===== config.mk =====
export PLATFORM = sky130hd
export DESIGN_NAME = csrStatusTop
export DESIGN_NICKNAME = d
export VERILOG_FILES = /design/src/hdl/csrPkg.sv /design/src/hdl/csrStatusTop.sv /design/src/hdl/csrRespond.sv /design/src/hdl/statusReg.sv /design/src/hdl/csrReqDecode.sv
export SDC_FILE = /design/constraint.sdc
export NUM_CORES = 1
export LEC_CHECK = 0
export ABC_AREA = 0
export BUFFER_PORTS_ARGS = -buffer_cell sky130_fd_sc_hd__buf_2
export CORE_ASPECT_RATIO = 1.1
export CORE_MARGIN = 4
export CORE_UTILIZATION = 51
export CTS_CLUSTER_SIZE = 24
export DETAILED_ROUTE_END_ITERATION = 7
export PLACE_DENSITY = 0.8
export SLEW_MARGIN = 40
export SYNTH_ARGS = -nofsm -noshare
export SYNTH_HDL_FRONTEND = slang
export SYNTH_SLANG_ARGS = --single-unit

===== constraint.sdc =====
create_clock -name clk -period 3.3 [get_ports clk]
set_input_delay 0 -clock clk [delete_from_list [all_inputs] [get_ports clk]]
set_output_delay 0 -clock clk [all_outputs]
set_load 0.01 [all_outputs]

===== src/hdl/csrPkg.sv =====
/*
  shared definitions for the machine-status control block
  data width, privilege mode and opcode enums, CSR addresses,
  writable-field masks, request / command / response structs
  and the status fields exported to the core
*/
package csrPkg;

  localparam int xlen = 32; // fixed RV32

  // privilege modes, 2'b10 is reserved
  typedef enum logic [1:0] {
    userMode  = 2'b00,
    superMode = 2'b01,
    machMode  = 2'b11
  } privModeE;

  // request opcodes, csr accesses first, then core events
  typedef enum logic [2:0] {
    opCsrRw   = 3'd0, // read-write
    opCsrRs   = 3'd1, // read-set
    opCsrRc   = 3'd2, // read-clear
    opTrap    = 3'd3, // trap entry
    opMret    = 3'd4,
    opSret    = 3'd5,
    opFpWrite = 3'd6  // fp register file written
  } csrOpE;

  localparam logic [11:0] addrMstatus = 12'h300;
  localparam logic [11:0] addrSstatus = 12'h100;

  // writable bits of each view
  // mstatus: tsr tw tvm mxr sum mprv fs mpp spp mpie spie mie sie
  localparam logic [xlen-1:0] mstatusMask = 32'h007E_79AA;
  // sstatus: mxr sum fs spp spie sie
  localparam logic [xlen-1:0] sstatusMask = 32'h000C_6122;
  localparam logic [xlen-1:0] sdBit       = 32'h8000_0000; // read-only summary dirty

  typedef struct packed {
    csrOpE           op;
    logic [11:0]     addr;
    logic [xlen-1:0] operand;     // write data for csr ops
    logic            trapToSuper; // trap wants supervisor mode
  } csrReqT;

  typedef struct packed {
    csrOpE           op;
    logic            isSstatus;
    logic            illegal;
    logic [xlen-1:0] operand;
    logic            trapToSuper;
  } statusCmdT;

  typedef struct packed {
    logic [xlen-1:0] readData; // old view, zero for events and illegal accesses
    logic            illegal;
    privModeE        privMode; // mode after the request
    logic            wasEvent;
  } csrRespT;

  typedef struct packed {
    logic       mie;
    logic       sie;
    logic       mpie;
    logic       spie;
    logic [1:0] mpp;
    logic       spp;
    logic       mprv;
    logic       sum;
    logic       mxr;
    logic       tvm; // stored only
    logic       tw;
    logic       tsr;
  } statusFieldsT;

endpackage

===== src/hdl/csrStatusTop.sv =====
/*
  machine-status control block, top level
  request decoder, status register and responder in a
  two-stage valid/ready pipeline
*/
`timescale 1ns/100ps

module csrStatusTop (
  input  logic                 clk,
  input  logic                 reset,
  input  logic                 reqValid,
  input  csrPkg::csrReqT       req,
  output logic                 reqReady,
  output logic                 respValid,
  output csrPkg::csrRespT      resp,
  input  logic                 respReady,
  output csrPkg::statusFieldsT status,   // live fields for the core
  output csrPkg::privModeE     privMode
);
  import csrPkg::*;

  logic            cmdValid;
  logic            cmdReady;
  statusCmdT       cmd;
  logic            cmdFire;  // decoder to responder transfer
  logic [xlen-1:0] readOld;
  privModeE        curMode;

  assign cmdFire = cmdValid & cmdReady;

  csrReqDecode decode_i (
    .clk      (clk),
    .reset    (reset),
    .reqValid (reqValid),
    .req      (req),
    .reqReady (reqReady),
    .cmdValid (cmdValid),
    .cmd      (cmd),
    .cmdReady (cmdReady),
    .privMode (privMode),
    .tsr      (status.tsr)
  );

  statusReg status_i (
    .clk      (clk),
    .reset    (reset),
    .apply    (cmdFire),
    .cmd      (cmd),
    .readOld  (readOld),
    .curMode  (curMode),
    .privMode (privMode),
    .status   (status)
  );

  csrRespond respond_i (
    .clk       (clk),
    .reset     (reset),
    .cmdValid  (cmdValid),
    .cmd       (cmd),
    .readOld   (readOld),
    .curMode   (curMode),
    .cmdReady  (cmdReady),
    .respValid (respValid),
    .respReady (respReady),
    .resp      (resp)
  );

endmodule


===== src/hdl/csrRespond.sv =====
/*
  response output stage
  one-entry response register with valid/ready back-pressure,
  masks read data for events and illegal accesses
*/
`timescale 1ns/100ps

module csrRespond (
  input  logic                    clk,
  input  logic                    reset,
  input  logic                    cmdValid,
  input  csrPkg::statusCmdT       cmd,
  input  logic [csrPkg::xlen-1:0] readOld,
  input  csrPkg::privModeE        curMode,
  output logic                    cmdReady,
  output logic                    respValid,
  input  logic                    respReady,
  output csrPkg::csrRespT         resp
);
  import csrPkg::*;

  logic fire;    // command taken this cycle
  logic isEvent; // trap, return or fp write

  // free slot, or the held response is leaving
  assign cmdReady = ~respValid | respReady;
  assign fire     = cmdValid & cmdReady;
  assign isEvent  = cmd.op inside {opTrap, opMret, opSret, opFpWrite};

  always_ff @(posedge clk) begin
    if (reset) begin
      respValid <= 1'b0;
    end else if (fire) begin
      respValid <= 1'b1;
    end else if (respReady) begin
      respValid <= 1'b0; // drained with nothing behind it
    end
  end

  // payload only, held while stalled
  always_ff @(posedge clk) begin
    if (fire) begin
      // no state leaks through a refused access
      resp.readData <= (isEvent || cmd.illegal) ? '0 : readOld;
      resp.illegal  <= cmd.illegal;
      resp.privMode <= curMode;
      resp.wasEvent <= isEvent;
    end
  end

  respStableA: assert property (@(posedge clk) disable iff (reset)
    respValid && !respReady |=> respValid && $stable(resp))
    else $error("response changed while stalled");

endmodule


===== src/hdl/statusReg.sv =====
/*
  mstatus / sstatus state
  field registers, read views, read-modify-write with WARL
  legalization, trap and return stacking, privilege mode register
*/
`timescale 1ns/100ps

module statusReg (
  input  logic                    clk,
  input  logic                    reset,
  input  logic                    apply,    // command fires this cycle
  input  csrPkg::statusCmdT       cmd,
  output logic [csrPkg::xlen-1:0] readOld,  // addressed view before update
  output csrPkg::privModeE        curMode,  // mode after update
  output csrPkg::privModeE        privMode, // registered mode
  output csrPkg::statusFieldsT    status
);
  import csrPkg::*;

  statusFieldsT    fieldsQ, fieldsD;
  logic [1:0]      fsQ, fsD;      // fp state, 11 is dirty
  privModeE        modeQ, modeD;
  privModeE        trapTarget;
  logic            sd;
  logic            update;
  logic [xlen-1:0] mView;         // full mstatus image
  logic [xlen-1:0] sView;         // restricted sstatus image
  logic [xlen-1:0] oldView;
  logic [xlen-1:0] newVal;        // rmw result before masking
  logic [xlen-1:0] wrMask;
  logic [xlen-1:0] merged;        // masked write into mstatus image

  //////////////////////////////
  // read views
  //////////////////////////////

  assign sd = (fsQ == 2'b11); // xs is hardwired off

  assign mView = {sd, 8'b0,
                  fieldsQ.tsr, fieldsQ.tw, fieldsQ.tvm,
                  fieldsQ.mxr, fieldsQ.sum, fieldsQ.mprv,
                  2'b00, fsQ, fieldsQ.mpp, 2'b00,
                  fieldsQ.spp, fieldsQ.mpie, 1'b0, fieldsQ.spie,
                  1'b0, fieldsQ.mie, 1'b0, fieldsQ.sie, 1'b0};

  assign sView   = mView & (sstatusMask | sdBit); // hide m-only fields
  assign oldView = cmd.isSstatus ? sView : mView;
  assign readOld = oldView;

  //////////////////////////////
  // read-modify-write
  //////////////////////////////

  always_comb begin
    case (cmd.op)
      opCsrRs: newVal = oldView | cmd.operand;
      opCsrRc: newVal = oldView & ~cmd.operand;
      default: newVal = cmd.operand; // plain replace
    endcase
  end

  // sstatus writes can only reach the S subset
  assign wrMask = cmd.isSstatus ? sstatusMask : mstatusMask;
  assign merged = (mView & ~wrMask) | (newVal & wrMask);

  //////////////////////////////
  // next state
  //////////////////////////////

  // a trap from machine mode always stays in machine mode
  assign trapTarget = (cmd.trapToSuper && modeQ != machMode) ? superMode : machMode;

  always_comb begin
    fieldsD = fieldsQ;
    fsD     = fsQ;
    modeD   = modeQ;
    case (cmd.op)
      opCsrRw, opCsrRs, opCsrRc: begin
        fieldsD.tsr  = merged[22];
        fieldsD.tw   = merged[21];
        fieldsD.tvm  = merged[20];
        fieldsD.mxr  = merged[19];
        fieldsD.sum  = merged[18];
        fieldsD.mprv = merged[17];
        fsD          = merged[14:13];
        // WARL: reserved mpp reads back as machine
        fieldsD.mpp  = (merged[12:11] == 2'b10) ? machMode : merged[12:11];
        fieldsD.spp  = merged[8];
        fieldsD.mpie = merged[7];
        fieldsD.spie = merged[5];
        fieldsD.mie  = merged[3];
        fieldsD.sie  = merged[1];
      end
      opTrap: begin
        if (trapTarget == machMode) begin
          fieldsD.mpie = fieldsQ.mie;
          fieldsD.mie  = 1'b0;
          fieldsD.mpp  = modeQ;     // previous mode
        end else begin
          fieldsD.spie = fieldsQ.sie;
          fieldsD.sie  = 1'b0;
          fieldsD.spp  = modeQ[0];  // user or supervisor
        end
        modeD = trapTarget;
      end
      opMret: begin
        fieldsD.mie  = fieldsQ.mpie; // restore enable
        fieldsD.mpie = 1'b1;
        fieldsD.mpp  = userMode;     // lowest supported mode
        fieldsD.mprv = fieldsQ.mprv & (fieldsQ.mpp == machMode);
        modeD        = privModeE'(fieldsQ.mpp);
      end
      opSret: begin
        fieldsD.sie  = fieldsQ.spie;
        fieldsD.spie = 1'b1;
        fieldsD.spp  = 1'b0;
        fieldsD.mprv = 1'b0;         // sret never returns to machine mode
        modeD        = fieldsQ.spp ? superMode : userMode;
      end
      opFpWrite: fsD = 2'b11; // mark dirty
      default: ;
    endcase
  end

  assign update = apply & ~cmd.illegal; // illegal requests change nothing

  always_ff @(posedge clk) begin
    if (reset) begin
      fieldsQ <= '0;
      fsQ     <= 2'b00;
      modeQ   <= machMode; // come out of reset in machine mode
    end else if (update) begin
      fieldsQ <= fieldsD;
      fsQ     <= fsD;
      modeQ   <= modeD;
    end
  end

  assign curMode  = update ? modeD : modeQ; // seen by the responder at the fire edge
  assign privMode = modeQ;
  assign status   = fieldsQ;

  //////////////////////////////
  // checks
  //////////////////////////////

  mppLegalA: assert property (@(posedge clk) disable iff (reset)
    fieldsQ.mpp != 2'b10)
    else $error("mpp holds the reserved encoding 10");

  // returns take their mode from mpp/spp, so a bad stack would show up here
  modeLegalA: assert property (@(posedge clk) disable iff (reset)
    update |=> modeQ != 2'b10)
    else $error("privilege mode became the reserved encoding 10");

endmodule


===== src/hdl/csrReqDecode.sv =====
/*
  request input stage
  one-entry request register with valid/ready handshake,
  csr address decode, privilege legality check as the command leaves
*/
`timescale 1ns/100ps

module csrReqDecode (
  input  logic              clk,
  input  logic              reset,
  input  logic              reqValid,
  input  csrPkg::csrReqT    req,
  output logic              reqReady,
  output logic              cmdValid,
  output csrPkg::statusCmdT cmd,
  input  logic              cmdReady,
  input  csrPkg::privModeE  privMode,  // current mode from statusReg
  input  logic              tsr        // trap sret, from the status fields
);
  import csrPkg::*;

  csrReqT reqQ;      // held request, payload only
  logic   holdQ;     // register occupied
  logic   isMstatus;
  logic   isSstatus;
  logic   illegal;

  //////////////////////////////
  // request register
  //////////////////////////////

  // accept when empty or when the held entry leaves this cycle
  assign reqReady = ~holdQ | cmdReady;
  assign cmdValid = holdQ;

  always_ff @(posedge clk) begin
    if (reset) begin
      holdQ <= 1'b0;
    end else if (reqReady) begin
      holdQ <= reqValid; // refill or drain
    end
  end

  always_ff @(posedge clk) begin
    if (reqValid && reqReady) begin
      reqQ <= req;
    end
  end

  //////////////////////////////
  // decode and legality
  //////////////////////////////

  assign isMstatus = (reqQ.addr == addrMstatus);
  assign isSstatus = (reqQ.addr == addrSstatus);

  // evaluated on the live mode, so an event ahead of this request
  // has already moved privMode by the time this one fires
  always_comb begin
    illegal = 1'b0;
    case (reqQ.op)
      opCsrRw, opCsrRs, opCsrRc: begin
        if (!isMstatus && !isSstatus) begin
          illegal = 1'b1; // no such csr here
        end else if (isMstatus && privMode != machMode) begin
          illegal = 1'b1; // m-level csr below machine mode
        end else if (isSstatus && privMode == userMode) begin
          illegal = 1'b1;
        end
      end
      opMret:    illegal = (privMode != machMode);
      opSret:    illegal = (privMode == userMode) || (privMode == superMode && tsr);
      opTrap:    illegal = 1'b0; // traps are always taken
      opFpWrite: illegal = 1'b0;
      default:   illegal = 1'b1; // unused opcode
    endcase
  end

  assign cmd.op          = reqQ.op;
  assign cmd.isSstatus   = isSstatus;
  assign cmd.illegal     = illegal;
  assign cmd.operand     = reqQ.operand;
  assign cmd.trapToSuper = reqQ.trapToSuper;

  //////////////////////////////
  // checks
  //////////////////////////////

  // privMode and tsr only move on a fire, so a stalled command,
  // illegal flag included, must stay put until the responder takes it
  cmdStableA: assert property (@(posedge clk) disable iff (reset)
    cmdValid && !cmdReady |=> cmdValid && $stable(cmd))
    else $error("command changed while stalled");

endmodule


; Word-level counts from Yosys, hierarchy flattened
; Index checks and enable logic that the tools add are counted.
; Widths: inputs -> output; s select.
[classes]
n_reduce_logical = 25
n_bitwise = 15
mux = 28
eq_ne = 16
[ops]
columns = cell, count
row1 = $and 23x23->23, 3
row2 = $mux 23, 2
row3 = $not 23->23, 2
row4 = $or 23x23->23, 2
row5 = $pmux 23 s2, 1
row6 = $pmux 1 s3, 6
row7 = $eq 12x10->1 const B, 1
row8 = $eq 12x9->1 const B, 1
row9 = $pmux 2 s3, 2
row10 = $mux 1, 11
row11 = $eq 3x3->1 const B, 3
row12 = $reduce_bool 3->1, 3
row13 = $eq 2x2->1 const B, 4
row14 = $mux 2, 4
row15 = $eq 3x2->1 const B, 2
row16 = $logic_and 1x1->1, 6
row17 = $reduce_and 2->1, 3
row18 = $reduce_and 3->1, 2
row19 = $ne 2x2->1 const B, 2
row20 = $pmux 1 s4, 1
row21 = $pmux 2 s2, 1
row22 = $reduce_bool 2->1, 2
row23 = $reduce_bool 4->1, 1
row24 = $and 1x1->1, 3
row25 = other kinds (11), 16
[totals]
output_inout_bits = 53
regBits = 94
inputBits = 52

; Logic depth before layout (Yosys ltp)
; Gate-level depths: netlist (run 1).
[logic_depth]
ltp_word = 9
depth_mapped = 8
ltp_nobuf = 6

; Hierarchy
; Synthesis (run 1) repeated with hierarchy kept, for this count alone.
[unflattened]
cells_unflattened = 388
area_unflattened_um2 = 5068.6
[modules_own_cells]
columns = module, n_inst, area_per_inst_um2, seq_area_each_um2, cells_each
row1 = csrReqDecode, 1, 1876.8, 1461.4, 107
row2 = csrRespond, 1, 1725.4, 1101.1, 86
row3 = statusReg, 1, 1460.2, 340.3, 194
row4 = csrStatusTop, 1, 6.3, 0.0, 1

; Least setup slack after synthesis (run 1)
; Ideal clock, no wire load.
[synth_path]
path_kind = register to register
startpoint = register respond_i.respValid
endpoint = register status_i.fieldsQ, in the netlist status_i.status[3]
path_stages_with_launch = 7
setup_ps = 117
period_less_slack_ps = 2690
arrival_time_ps = 2573
path_slack_ps = 610
n_path_buf = 0
cell_sequence = dfxtp_1 -> nor2b_1 -> nor2b_1 -> o21ai_1 -> nor3_1 -> o21ai_0 -> a32o_1
[synth_between]
elab_chain_cells = 5
[synth_lines]
columns = element, line_no
row1 = start: declaration, csrRespond.sv:16  ; output logic respValid,
row2 = start signal: assignment, csrRespond.sv:32  ; respValid <= 1'b0;
row3 = start signal: assignment, csrRespond.sv:34  ; respValid <= 1'b1;
row4 = start signal: assignment, csrRespond.sv:36  ; respValid <= 1'b0;
row5 = $not 1->1, csrRespond.sv:26  ; assign cmdReady = ~respValid | respReady;
row6 = $or 1x1->1, csrRespond.sv:26
row7 = $and 1x1->1, csrStatusTop.sv:29  ; assign cmdFire = cmdValid & cmdReady;
row8 = via cmdFire, csrStatusTop.sv:25  ; logic cmdFire;
row9 = $and 1x1->1, statusReg.sv:125  ; assign update = apply & ~cmd.illegal;
row10 = $reduce_and 2->1 (no line), --
row11 = end signal: assignment, statusReg.sv:133  ; fieldsQ <= fieldsD;
row12 = end: declaration, statusReg.sv:20  ; statusFieldsT fieldsQ, fieldsD;
; The timed path passes the listed nets, and every way through them passes these cells.
; A chain may end at the register's enable or synchronous reset.

==> flow_results.xml, run 1 <==
<?xml version="1.0" encoding="UTF-8"?>
<metrics>
  <group name="timing">
    <metric name="max_slew.worst_pin.slew" unit="ps">688</metric>
    <metric name="min_period_over_period" unit="%">72.1</metric>
    <metric name="finalClockSkew" unit="ps">9.74</metric>
    <metric name="layout_min_cycle_time" unit="ps">2380</metric>
    <metric name="final_max_slew_viol_count" unit="">0</metric>
    <metric name="final-hold-violation-count" unit="">0</metric>
    <metric name="setup_total_negative_slack" unit="ps">0</metric>
    <metric name="timing.hold.ws" unit="ps">20.6</metric>
    <metric name="grt_setup_unrepaired" unit="">no</metric>
    <metric name="layout_setup_ws" unit="ps">919</metric>
    <metric name="final-setup-viol-count" unit="">0</metric>
    <metric name="fmax" unit="MHz">420</metric>
    <metric name="maxSlewHeadroom" unit="%">54.1</metric>
  </group>
  <group name="cells_and_area">
    <metric name="regArea" unit="sq mm">0.00191</metric>
    <metric name="area_growth" unit="%">27.7</metric>
    <metric name="layout-drive-gt1-share" unit="%">27.3</metric>
    <metric name="insertedDiodeCount" unit="">0</metric>
    <metric name="final_nets" unit="">439</metric>
    <metric name="fillCellCount" unit="">472</metric>
    <metric name="finalInstanceArea" unit="sq mm">0.00419</metric>
    <metric name="multi_input_gate_area" unit="sq mm">0.00117</metric>
  </group>
  <group name="clock_network">
    <metric name="cts_buffer_depth" unit="">2</metric>
    <metric name="cts_tree" unit="">yes</metric>
    <metric name="cts.sink_count" unit="">70</metric>
    <metric name="cts_hold_repair.buffers" unit="">32</metric>
    <metric name="clkLatencyLatePin" unit="ps">350</metric>
    <metric name="cts_root_cell" unit="">clkbuf_8</metric>
    <metric name="cts.reportedPaths.clkPinSlew" unit="ps">70</metric>
    <metric name="cts.repair_timing.setup_buffer_count" unit="">0</metric>
    <metric name="cts.htree.levels" unit="">3</metric>
    <metric name="cts-buffers-inserted" unit="">9</metric>
    <metric name="cts_resized" unit="">0</metric>
  </group>
  <group name="pwr">
    <metric name="peakVddDrop" unit="mV">0.417</metric>
    <metric name="post-layout-total-power" unit="W">0.00209</metric>
    <metric name="power.density_cell_area" unit="mW/mm^2">499</metric>
    <metric name="p_leak" unit="nW">1.68</metric>
  </group>
  <group name="yosys">
    <metric name="synthesis.area" unit="sq mm">0.00328</metric>
    <metric name="synth-edff-count" unit="">51</metric>
    <metric name="netlist.top_cell.by_area" unit="">edfxtp_1</metric>
    <metric name="synthesized_instance_count" unit="">290</metric>
    <metric name="synth.top_cell.area_share" unit="%">46.7</metric>
    <metric name="netlist_top_cells_area" unit="">edfxtp_1, dfxtp_1, buf_4</metric>
    <metric name="synth_warnings" unit="">0</metric>
    <metric name="yosysSeqAreaShare" unit="%">58.3</metric>
    <metric name="synth.ff_latch_count" unit="">70</metric>
    <metric name="ys_async_sr_fraction" unit="%">0</metric>
    <metric name="synth_cell_types" unit="">57</metric>
    <metric name="ys.flop_type" unit="">edfxtp_1</metric>
    <metric name="postSynthAreaPerCell" unit="sq um">11.3</metric>
  </group>
  <group name="detailed_routing">
    <metric name="route.final.wire_length" unit="um">7230</metric>
    <metric name="met1Wirelength" unit="um">2870</metric>
    <metric name="routedWlPerCell" unit="um">15.3</metric>
    <metric name="met2_wirelength_from_detailed_routing" unit="um">3700</metric>
    <metric name="drtAntennaViolNets" unit="">0</metric>
    <metric name="vias" unit="">2558</metric>
    <metric name="drtPass1Iterations" unit="">6</metric>
    <metric name="post-route-drc-count" unit="">0</metric>
    <metric name="routed.top_layer" unit="">met4</metric>
    <metric name="detail_route.iter0.violations" unit="">206</metric>
    <metric name="met3RoutedLength" unit="um">533</metric>
    <metric name="detail_route.vias_per_cell" unit="">5.42</metric>
  </group>
  <group name="placed_design">
    <metric name="finalWeightedCongestion" unit="">0.934</metric>
    <metric name="portBuffers" unit="">71</metric>
    <metric name="placement.setup.worst_slack" unit="ps">930</metric>
    <metric name="post_dp_cell_area" unit="sq mm">0.00361</metric>
    <metric name="hpwlAfterDp" unit="um">4900</metric>
  </group>
  <group name="worst_setup_path">
    <metric name="slowest_stage" unit="">edfxtp_1</metric>
    <metric name="critical_path.reg2reg.endpoint" unit="">respond_i.resp[11]$_SDFFCE_PP0P_</metric>
    <metric name="worst_setup_path_end_kind" unit="">flop</metric>
    <metric name="worstSetupStartpoint" unit="">decode_i.cmd[36]$_DFFE_PP_</metric>
    <metric name="reg2reg_setup_slack" unit="ps">920</metric>
    <metric name="worstReg2RegStart" unit="">decode_i.cmd[36]$_DFFE_PP_</metric>
    <metric name="rr_worst_depth" unit="">5</metric>
    <metric name="critical_path.cell_chain" unit="">nand2b_1 &gt; a21oi_1 &gt; o22ai_2 &gt; nor2_2 &gt; and3_1</metric>
    <metric name="critPathCapture" unit="">respond_i.resp[11]$_SDFFCE_PP0P_</metric>
    <metric name="critical_path_arrival" unit="ps">2590</metric>
    <metric name="worst-path-max-fanout" unit="">20</metric>
    <metric name="max_stage_delay" unit="ps">680</metric>
    <metric name="data_required_time_at_the_worst_endpoint" unit="ps">3510</metric>
    <metric name="setup.worst_path.class" unit="">flop to flop</metric>
    <metric name="timing.critical_path.from_type" unit="">flop</metric>
  </group>
  <group name="flow_run">
    <metric name="max_cap_violations" unit="">0</metric>
  </group>
  <group name="global_route">
    <metric name="global_route_wire_length_before_repair" unit="um">11700</metric>
    <metric name="grt_antenna_before_repair" unit="">0</metric>
    <metric name="grt_max_degree" unit="">32</metric>
    <metric name="grt_pass1_vias" unit="">2396</metric>
    <metric name="global_route_overflow" unit="">0</metric>
    <metric name="grt_use_total" unit="%">19.2</metric>
  </group>
  <group name="min_path">
    <metric name="hp-class" unit="">primary input to flop</metric>
    <metric name="timing.hold.worst.start" unit="">respReady</metric>
  </group>
  <group name="die">
    <metric name="dieWidth" unit="um">84.5</metric>
    <metric name="die-height" unit="um">92.1</metric>
    <metric name="fp-row-count" unit="">30</metric>
    <metric name="ios" unit="">105</metric>
    <metric name="placeableCoreArea" unit="sq mm">0.00619</metric>
    <metric name="initial_core_util" unit="%">52.9</metric>
    <metric name="dieArea" unit="sq mm">0.00778</metric>
  </group>
  <group name="status">
    <metric name="outcome" unit="">completed</metric>
  </group>
</metrics>
[cells by family (layout without fill, tap and decap cells)]
logic type	after synthesis	after routing	synth area share, %
AOI/OAI and AO/OA	80	80	18.1
and+or+nand+nor	91	91	15.0
xor gates and xnor gates	1	1	0.267
muxes	2	2	0.610
buffers and inverters	45	132	7.67
other	1	16	0.114
DFF	70	70	58.3
[cell usage in the layout, fill, tap and decap left out, types with 2 or more instances in the layout]
| cell type | n |
|---|---|
| a21oi_1 | 9 |
| nand2b_1 | 5 |
| a211oi_2 | 2 |
| a32oi_1 | 4 |
| buf_2 | 71 |
| o31ai_1 | 2 |
| a21boi_0 | 2 |
| o211ai_1 | 4 |
| and3_1 | 9 |
| nor2_1 | 25 |
| o22ai_1 | 4 |
| o21ai_0 | 21 |
| a32o_1 | 2 |
| a222oi_1 | 3 |
| clkbuf_8 | 11 |
| mux2i_1 | 2 |
| inv_1 | 8 |
| clkinvlp_4 | 2 |
| nand3_1 | 7 |
| dfxtp_1 | 19 |
| conb_1 | 16 |
| a21o_1 | 2 |
| nor2b_1 | 4 |
| bufinv_16 | 3 |
| edfxtp_1 | 51 |
| dlygate4sd3_1 | 32 |
| or2_1 | 2 |
| or3_1 | 2 |
| o32ai_1 | 2 |
| a2bb2oi_1 | 2 |
| nor3b_1 | 2 |
| nand2_1 | 16 |
| and2_1 | 8 |
| a211oi_1 | 6 |
| buf_4 | 5 |
| a31oi_1 | 2 |
[sequential cells by signal, indices dropped and copies added (netlist names), named ones only]
register             flops
respond_i.respValid      1
status_i.privMode        2
decode_i.reqQ           12
decode_i.cmdValid        1
status_i.fsQ             2
decode_i.cmd            19
status_i.status          7
respond_i.resp          20
[report_power, final]
group          total (W)  internal (W)  switching [W]
logic           0.000214     0.0000958       0.000119
clock network   0.000855      0.000543       0.000312
registers        0.00102      0.000988      0.0000324
[how the worst min path moves through the flow]
stage	end	slack [ps]	cells past startpoint
after floorplan	decode_i.cmd[0]$_DFFE_PP_	100	0
after global placement	decode_i.cmd[20]$_DFFE_PP_	180	1
after detailed placement	decode_i.reqQ[37]$_DFFE_PP_	180	1
after CTS	respond_i.respValid$_SDFFE_PP0P_	6	4
after global routing	respond_i.respValid$_SDFFE_PP0P_	50	4
final	respond_i.respValid$_SDFFE_PP0P_	20	4
[critical path, delay by kind of cell (launching register included)]
kind             cells  cell delay [ps]
AO/OA/AOI/OAI        2              460
flip-flops           1              680
AND/OR/NAND/NOR      3             1110
[cell usage after synthesis, types with 4 or more instances]
| cell type | n |
|---|---|
| edfxtp_1 | 51 |
| nor2_1 | 25 |
| buf_4 | 22 |
| o21ai_0 | 21 |
| dfxtp_1 | 19 |
| nand2_1 | 16 |
| clkbuf_1 | 13 |
| a21oi_1 | 9 |
| and3_1 | 9 |
| and2_1 | 8 |
| inv_1 | 8 |
| nand3_1 | 7 |
| a211oi_1 | 6 |
| nand2b_1 | 5 |
| nor2b_1 | 5 |
| a32oi_1 | 4 |
| o211ai_1 | 4 |
| o22ai_1 | 4 |
[area by class of cell]
cell class,count,area share [%]
repair buffers,108,17.0
well taps,80,2.39
flip-flops and latches,70,45.7
clock inverters,5,2.51
multi-input cells,190,28.1
inverters,8,0.717
clock buffers,11,3.62
[per-layer routing]
metal  track usage (%)  vias to the layer above
li1                  -                     1243
met3              4.94                        9
met2              32.0                      103
met4              8.31                        0
met5                 0                        -
met1              23.7                     1203
[per-stage QoR]
| stage | cells | util [%] |
|---|---|---|
| after floorplan | 305 | - |
| after global placement | 424 | 58.3 |
| after global routing | 472 | 67.6 |
| final | 472 | 67.6 |
| after CTS | 472 | 67.6 |
| after detailed placement | 424 | 58.3 |
No activity file was read; power rests on OpenSTA's default activity.
==> run 2, diff against run 1 <==
Settings changed: CORE_UTILIZATION 51 to 46, PLACE_DENSITY 0.8 to 0.76.
Clock period 3.3 ns to 2 ns, I/O delays scaled along.
==> flow_results.xml, run 2 (synthesis results as in run 1) <==
<?xml version="1.0" encoding="UTF-8"?>
<metrics>
  <group name="clock_network">
    <metric name="cts.htree.levels" unit="">3</metric>
    <metric name="cts-buffers-inserted" unit="">9</metric>
    <metric name="cts.reportedPaths.clkPinSlew" unit="ps">70</metric>
    <metric name="cts_buffer_depth" unit="">2</metric>
    <metric name="cts_tree" unit="">yes</metric>
    <metric name="cts_root_cell" unit="">clkbuf_8</metric>
    <metric name="clkLatencyLatePin" unit="ps">350</metric>
    <metric name="cts.sink_count" unit="">70</metric>
  </group>
  <group name="cells_and_area">
    <metric name="insertedDiodeCount" unit="">0</metric>
    <metric name="largest_register_ffs" unit="">20</metric>
    <metric name="layout-drive-gt1-share" unit="%">33.7</metric>
    <metric name="largest_reg_by_ff_count" unit="">respond_i.resp</metric>
    <metric name="layout_commonest_cell" unit="">buf_2</metric>
    <metric name="area_growth" unit="%">35.1</metric>
    <metric name="final_nets" unit="">465</metric>
    <metric name="layout.cells.most_common_list" unit="">buf_2, edfxtp_1, dlygate4sd3_1, buf_4, nor2_1</metric>
  </group>
  <group name="timing">
    <metric name="final-setup-viol-count" unit="">31</metric>
    <metric name="finalClockSkew" unit="ps">9.91</metric>
    <metric name="final-hold-violation-count" unit="">0</metric>
    <metric name="grt_setup_unrepaired" unit="">yes</metric>
    <metric name="layout_min_cycle_time" unit="ps">2330</metric>
    <metric name="final_max_slew_viol_count" unit="">0</metric>
    <metric name="fmax" unit="MHz">430</metric>
    <metric name="min_period_over_period" unit="%">116</metric>
    <metric name="setup_total_negative_slack" unit="ps">-5370</metric>
    <metric name="layout_setup_ws" unit="ps">-325</metric>
  </group>
  <group name="detailed_routing">
    <metric name="detail_route.iter0.violations" unit="">191</metric>
    <metric name="route.final.wire_length" unit="um">7890</metric>
    <metric name="drtAntennaViolNets" unit="">0</metric>
    <metric name="vias" unit="">2676</metric>
    <metric name="post-route-drc-count" unit="">0</metric>
    <metric name="detail_route.vias_per_cell" unit="">5.32</metric>
    <metric name="drtPass1Iterations" unit="">5</metric>
    <metric name="routedWlPerCell" unit="um">15.7</metric>
  </group>
  <group name="worst_setup_path">
    <metric name="critical_path_arrival" unit="ps">2590</metric>
    <metric name="timing.critical_path.from_type" unit="">flop</metric>
    <metric name="slowest_stage" unit="">or4b_4</metric>
    <metric name="critical_path.cell_chain" unit="">or4b_4 &gt; a2111oi_4 &gt; o22ai_2 &gt; and4bb_4 &gt; buf_4 &gt; nor2_4 &gt; a211oi_2</metric>
    <metric name="critical-path-top-delay-family" unit="">simple AND/OR/NAND/NOR gates</metric>
    <metric name="reg2reg_setup_slack" unit="ps">-330</metric>
    <metric name="data_required_time_at_the_worst_endpoint" unit="ps">2260</metric>
    <metric name="critical_path.n_buffers_inverters" unit="">1</metric>
    <metric name="max_stage_delay" unit="ps">590</metric>
    <metric name="worst_setup_path_end_kind" unit="">flop</metric>
    <metric name="worst-path-max-fanout" unit="">5</metric>
    <metric name="setup.worst_path.class" unit="">flop to flop</metric>
  </group>
  <group name="flow_run">
    <metric name="max_cap_violations" unit="">0</metric>
  </group>
  <group name="global_route">
    <metric name="global_route_wire_length_before_repair" unit="um">12400</metric>
    <metric name="global_route_overflow" unit="">0</metric>
    <metric name="grt_use_total" unit="%">19.3</metric>
    <metric name="grt_antenna_before_repair" unit="">0</metric>
    <metric name="grt_pass1_vias" unit="">2606</metric>
    <metric name="grt_max_degree" unit="">32</metric>
  </group>
  <group name="pwr">
    <metric name="power.switching_fraction" unit="%">24.5</metric>
    <metric name="power.clock.fraction" unit="%">35.9</metric>
    <metric name="power.density_cell_area" unit="mW/mm^2">741</metric>
    <metric name="internal_power" unit="W">0.00248</metric>
    <metric name="power_frac_comb" unit="%">13.0</metric>
    <metric name="sequential_group_share_of_total_power" unit="%">51.1</metric>
    <metric name="p_leak" unit="nW">1.82</metric>
    <metric name="p_switching" unit="W">0.000803</metric>
    <metric name="peakVddDrop" unit="mV">0.544</metric>
  </group>
  <group name="die">
    <metric name="initial_core_util" unit="%">47.1</metric>
    <metric name="dieWidth" unit="um">88.5</metric>
    <metric name="dieArea" unit="sq mm">0.00855</metric>
    <metric name="ios" unit="">105</metric>
    <metric name="die-height" unit="um">96.6</metric>
    <metric name="fp-row-count" unit="">32</metric>
    <metric name="placeableCoreArea" unit="sq mm">0.00697</metric>
  </group>
  <group name="placed_design">
    <metric name="hpwlAfterDp" unit="um">5190</metric>
    <metric name="portBuffers" unit="">71</metric>
    <metric name="finalWeightedCongestion" unit="">0.889</metric>
    <metric name="placement.setup.worst_slack" unit="ps">-247</metric>
  </group>
  <group name="status">
    <metric name="outcome" unit="">complete, but fails checks</metric>
    <metric name="violations" unit="">setup timing</metric>
  </group>
  <group name="min_path">
    <metric name="hp-class" unit="">primary input to flop</metric>
  </group>
</metrics>
==> run 2: cell count changes in the layout (fill, tap and decap cells not counted), sizes merged <==
cell,delta
buf,+26
clkinv,+3
bufinv,-2
clkinvlp,-1
==> run 2: worst paths after layout <==
path,from,depth (start not counted),endpoint
max reg2reg,decode_i.reqQ[39]$_DFFE_PP_,7,status_i.status[6]$_SDFFE_PP0P_
min reg2reg,decode_i.cmd[20]$_DFFE_PP_,1,status_i.status[3]$_SDFFE_PP0P_
max,decode_i.reqQ[39]$_DFFE_PP_,7,status_i.status[6]$_SDFFE_PP0P_
min,respReady,5,respond_i.respValid$_SDFFE_PP0P_
==> run 2: layer usage <==
metal	part of all wire [%]	GRT usage [%]	vias up
met5	0	0	-
met4	2.2	8.82	0
met3	8.5	5.51	16
met2	51	33.0	136
met1	38	22.3	1232
li1	-	-	1292
==> run 2: area by class of cell <==
cell class                      count  area [sq um]
Clock buffer                       11           153
Clock inverter                      5          56.3
Fill cell                         577          2540
Inverter                            8          30.0
Multi-Input combinational cell    190          1250
Sequential cell                    70          1910
Tap cell                           85           106
Timing Repair Buffer              134           925
==> run 2: repair_timing <==
action | CTS | global route
hold buffers | 32 | 0
setup buffers | 3 | 2
endpoints found under the setup margin | 31 | 32
pin swaps | 11 | 5
endpoints found under the hold margin | 32 | 0
gates resized for setup | 12 | 5
==> run 2: worst reg2reg max path, cell delays in order (launching register included) <==
cell       delay [ps]
edfxtp_1          370
or4b_4            590
a2111oi_4         370
o22ai_2           180
and4bb_4          410
buf_4             130
nor2_4             40
a211oi_2          160
==> run 2: power groups by stage <==
stage | clock, W | sequential, W | combinational, W
6_report | 0.00118 | 0.00168 | 0.000427
4_1_cts | 0.00119 | 0.00167 | 0.000415
3_3_place_gp | 0 | 0.00170 | 0.000345
3_5_place_dp | 0 | 0.00170 | 0.000353
5_1_grt | 0.00126 | 0.00168 | 0.000468
2_1_floorplan | 0 | 0.00170 | 0.000225
==> run 2: stage by stage <==
stage	hold WS, ps	instance area (sq um)	total power (W)	util, %	cells
2_1_floorplan	98.9	3370	0.00193	-	305
3_3_place_gp	176	3800	0.00205	54.6	451
3_5_place_dp	178	3800	0.00206	54.6	451
4_1_cts	65.8	4400	0.00328	63.1	502
5_1_grt	93.6	4430	0.00341	63.6	503
6_report	82.6	4430	0.00328	63.6	503
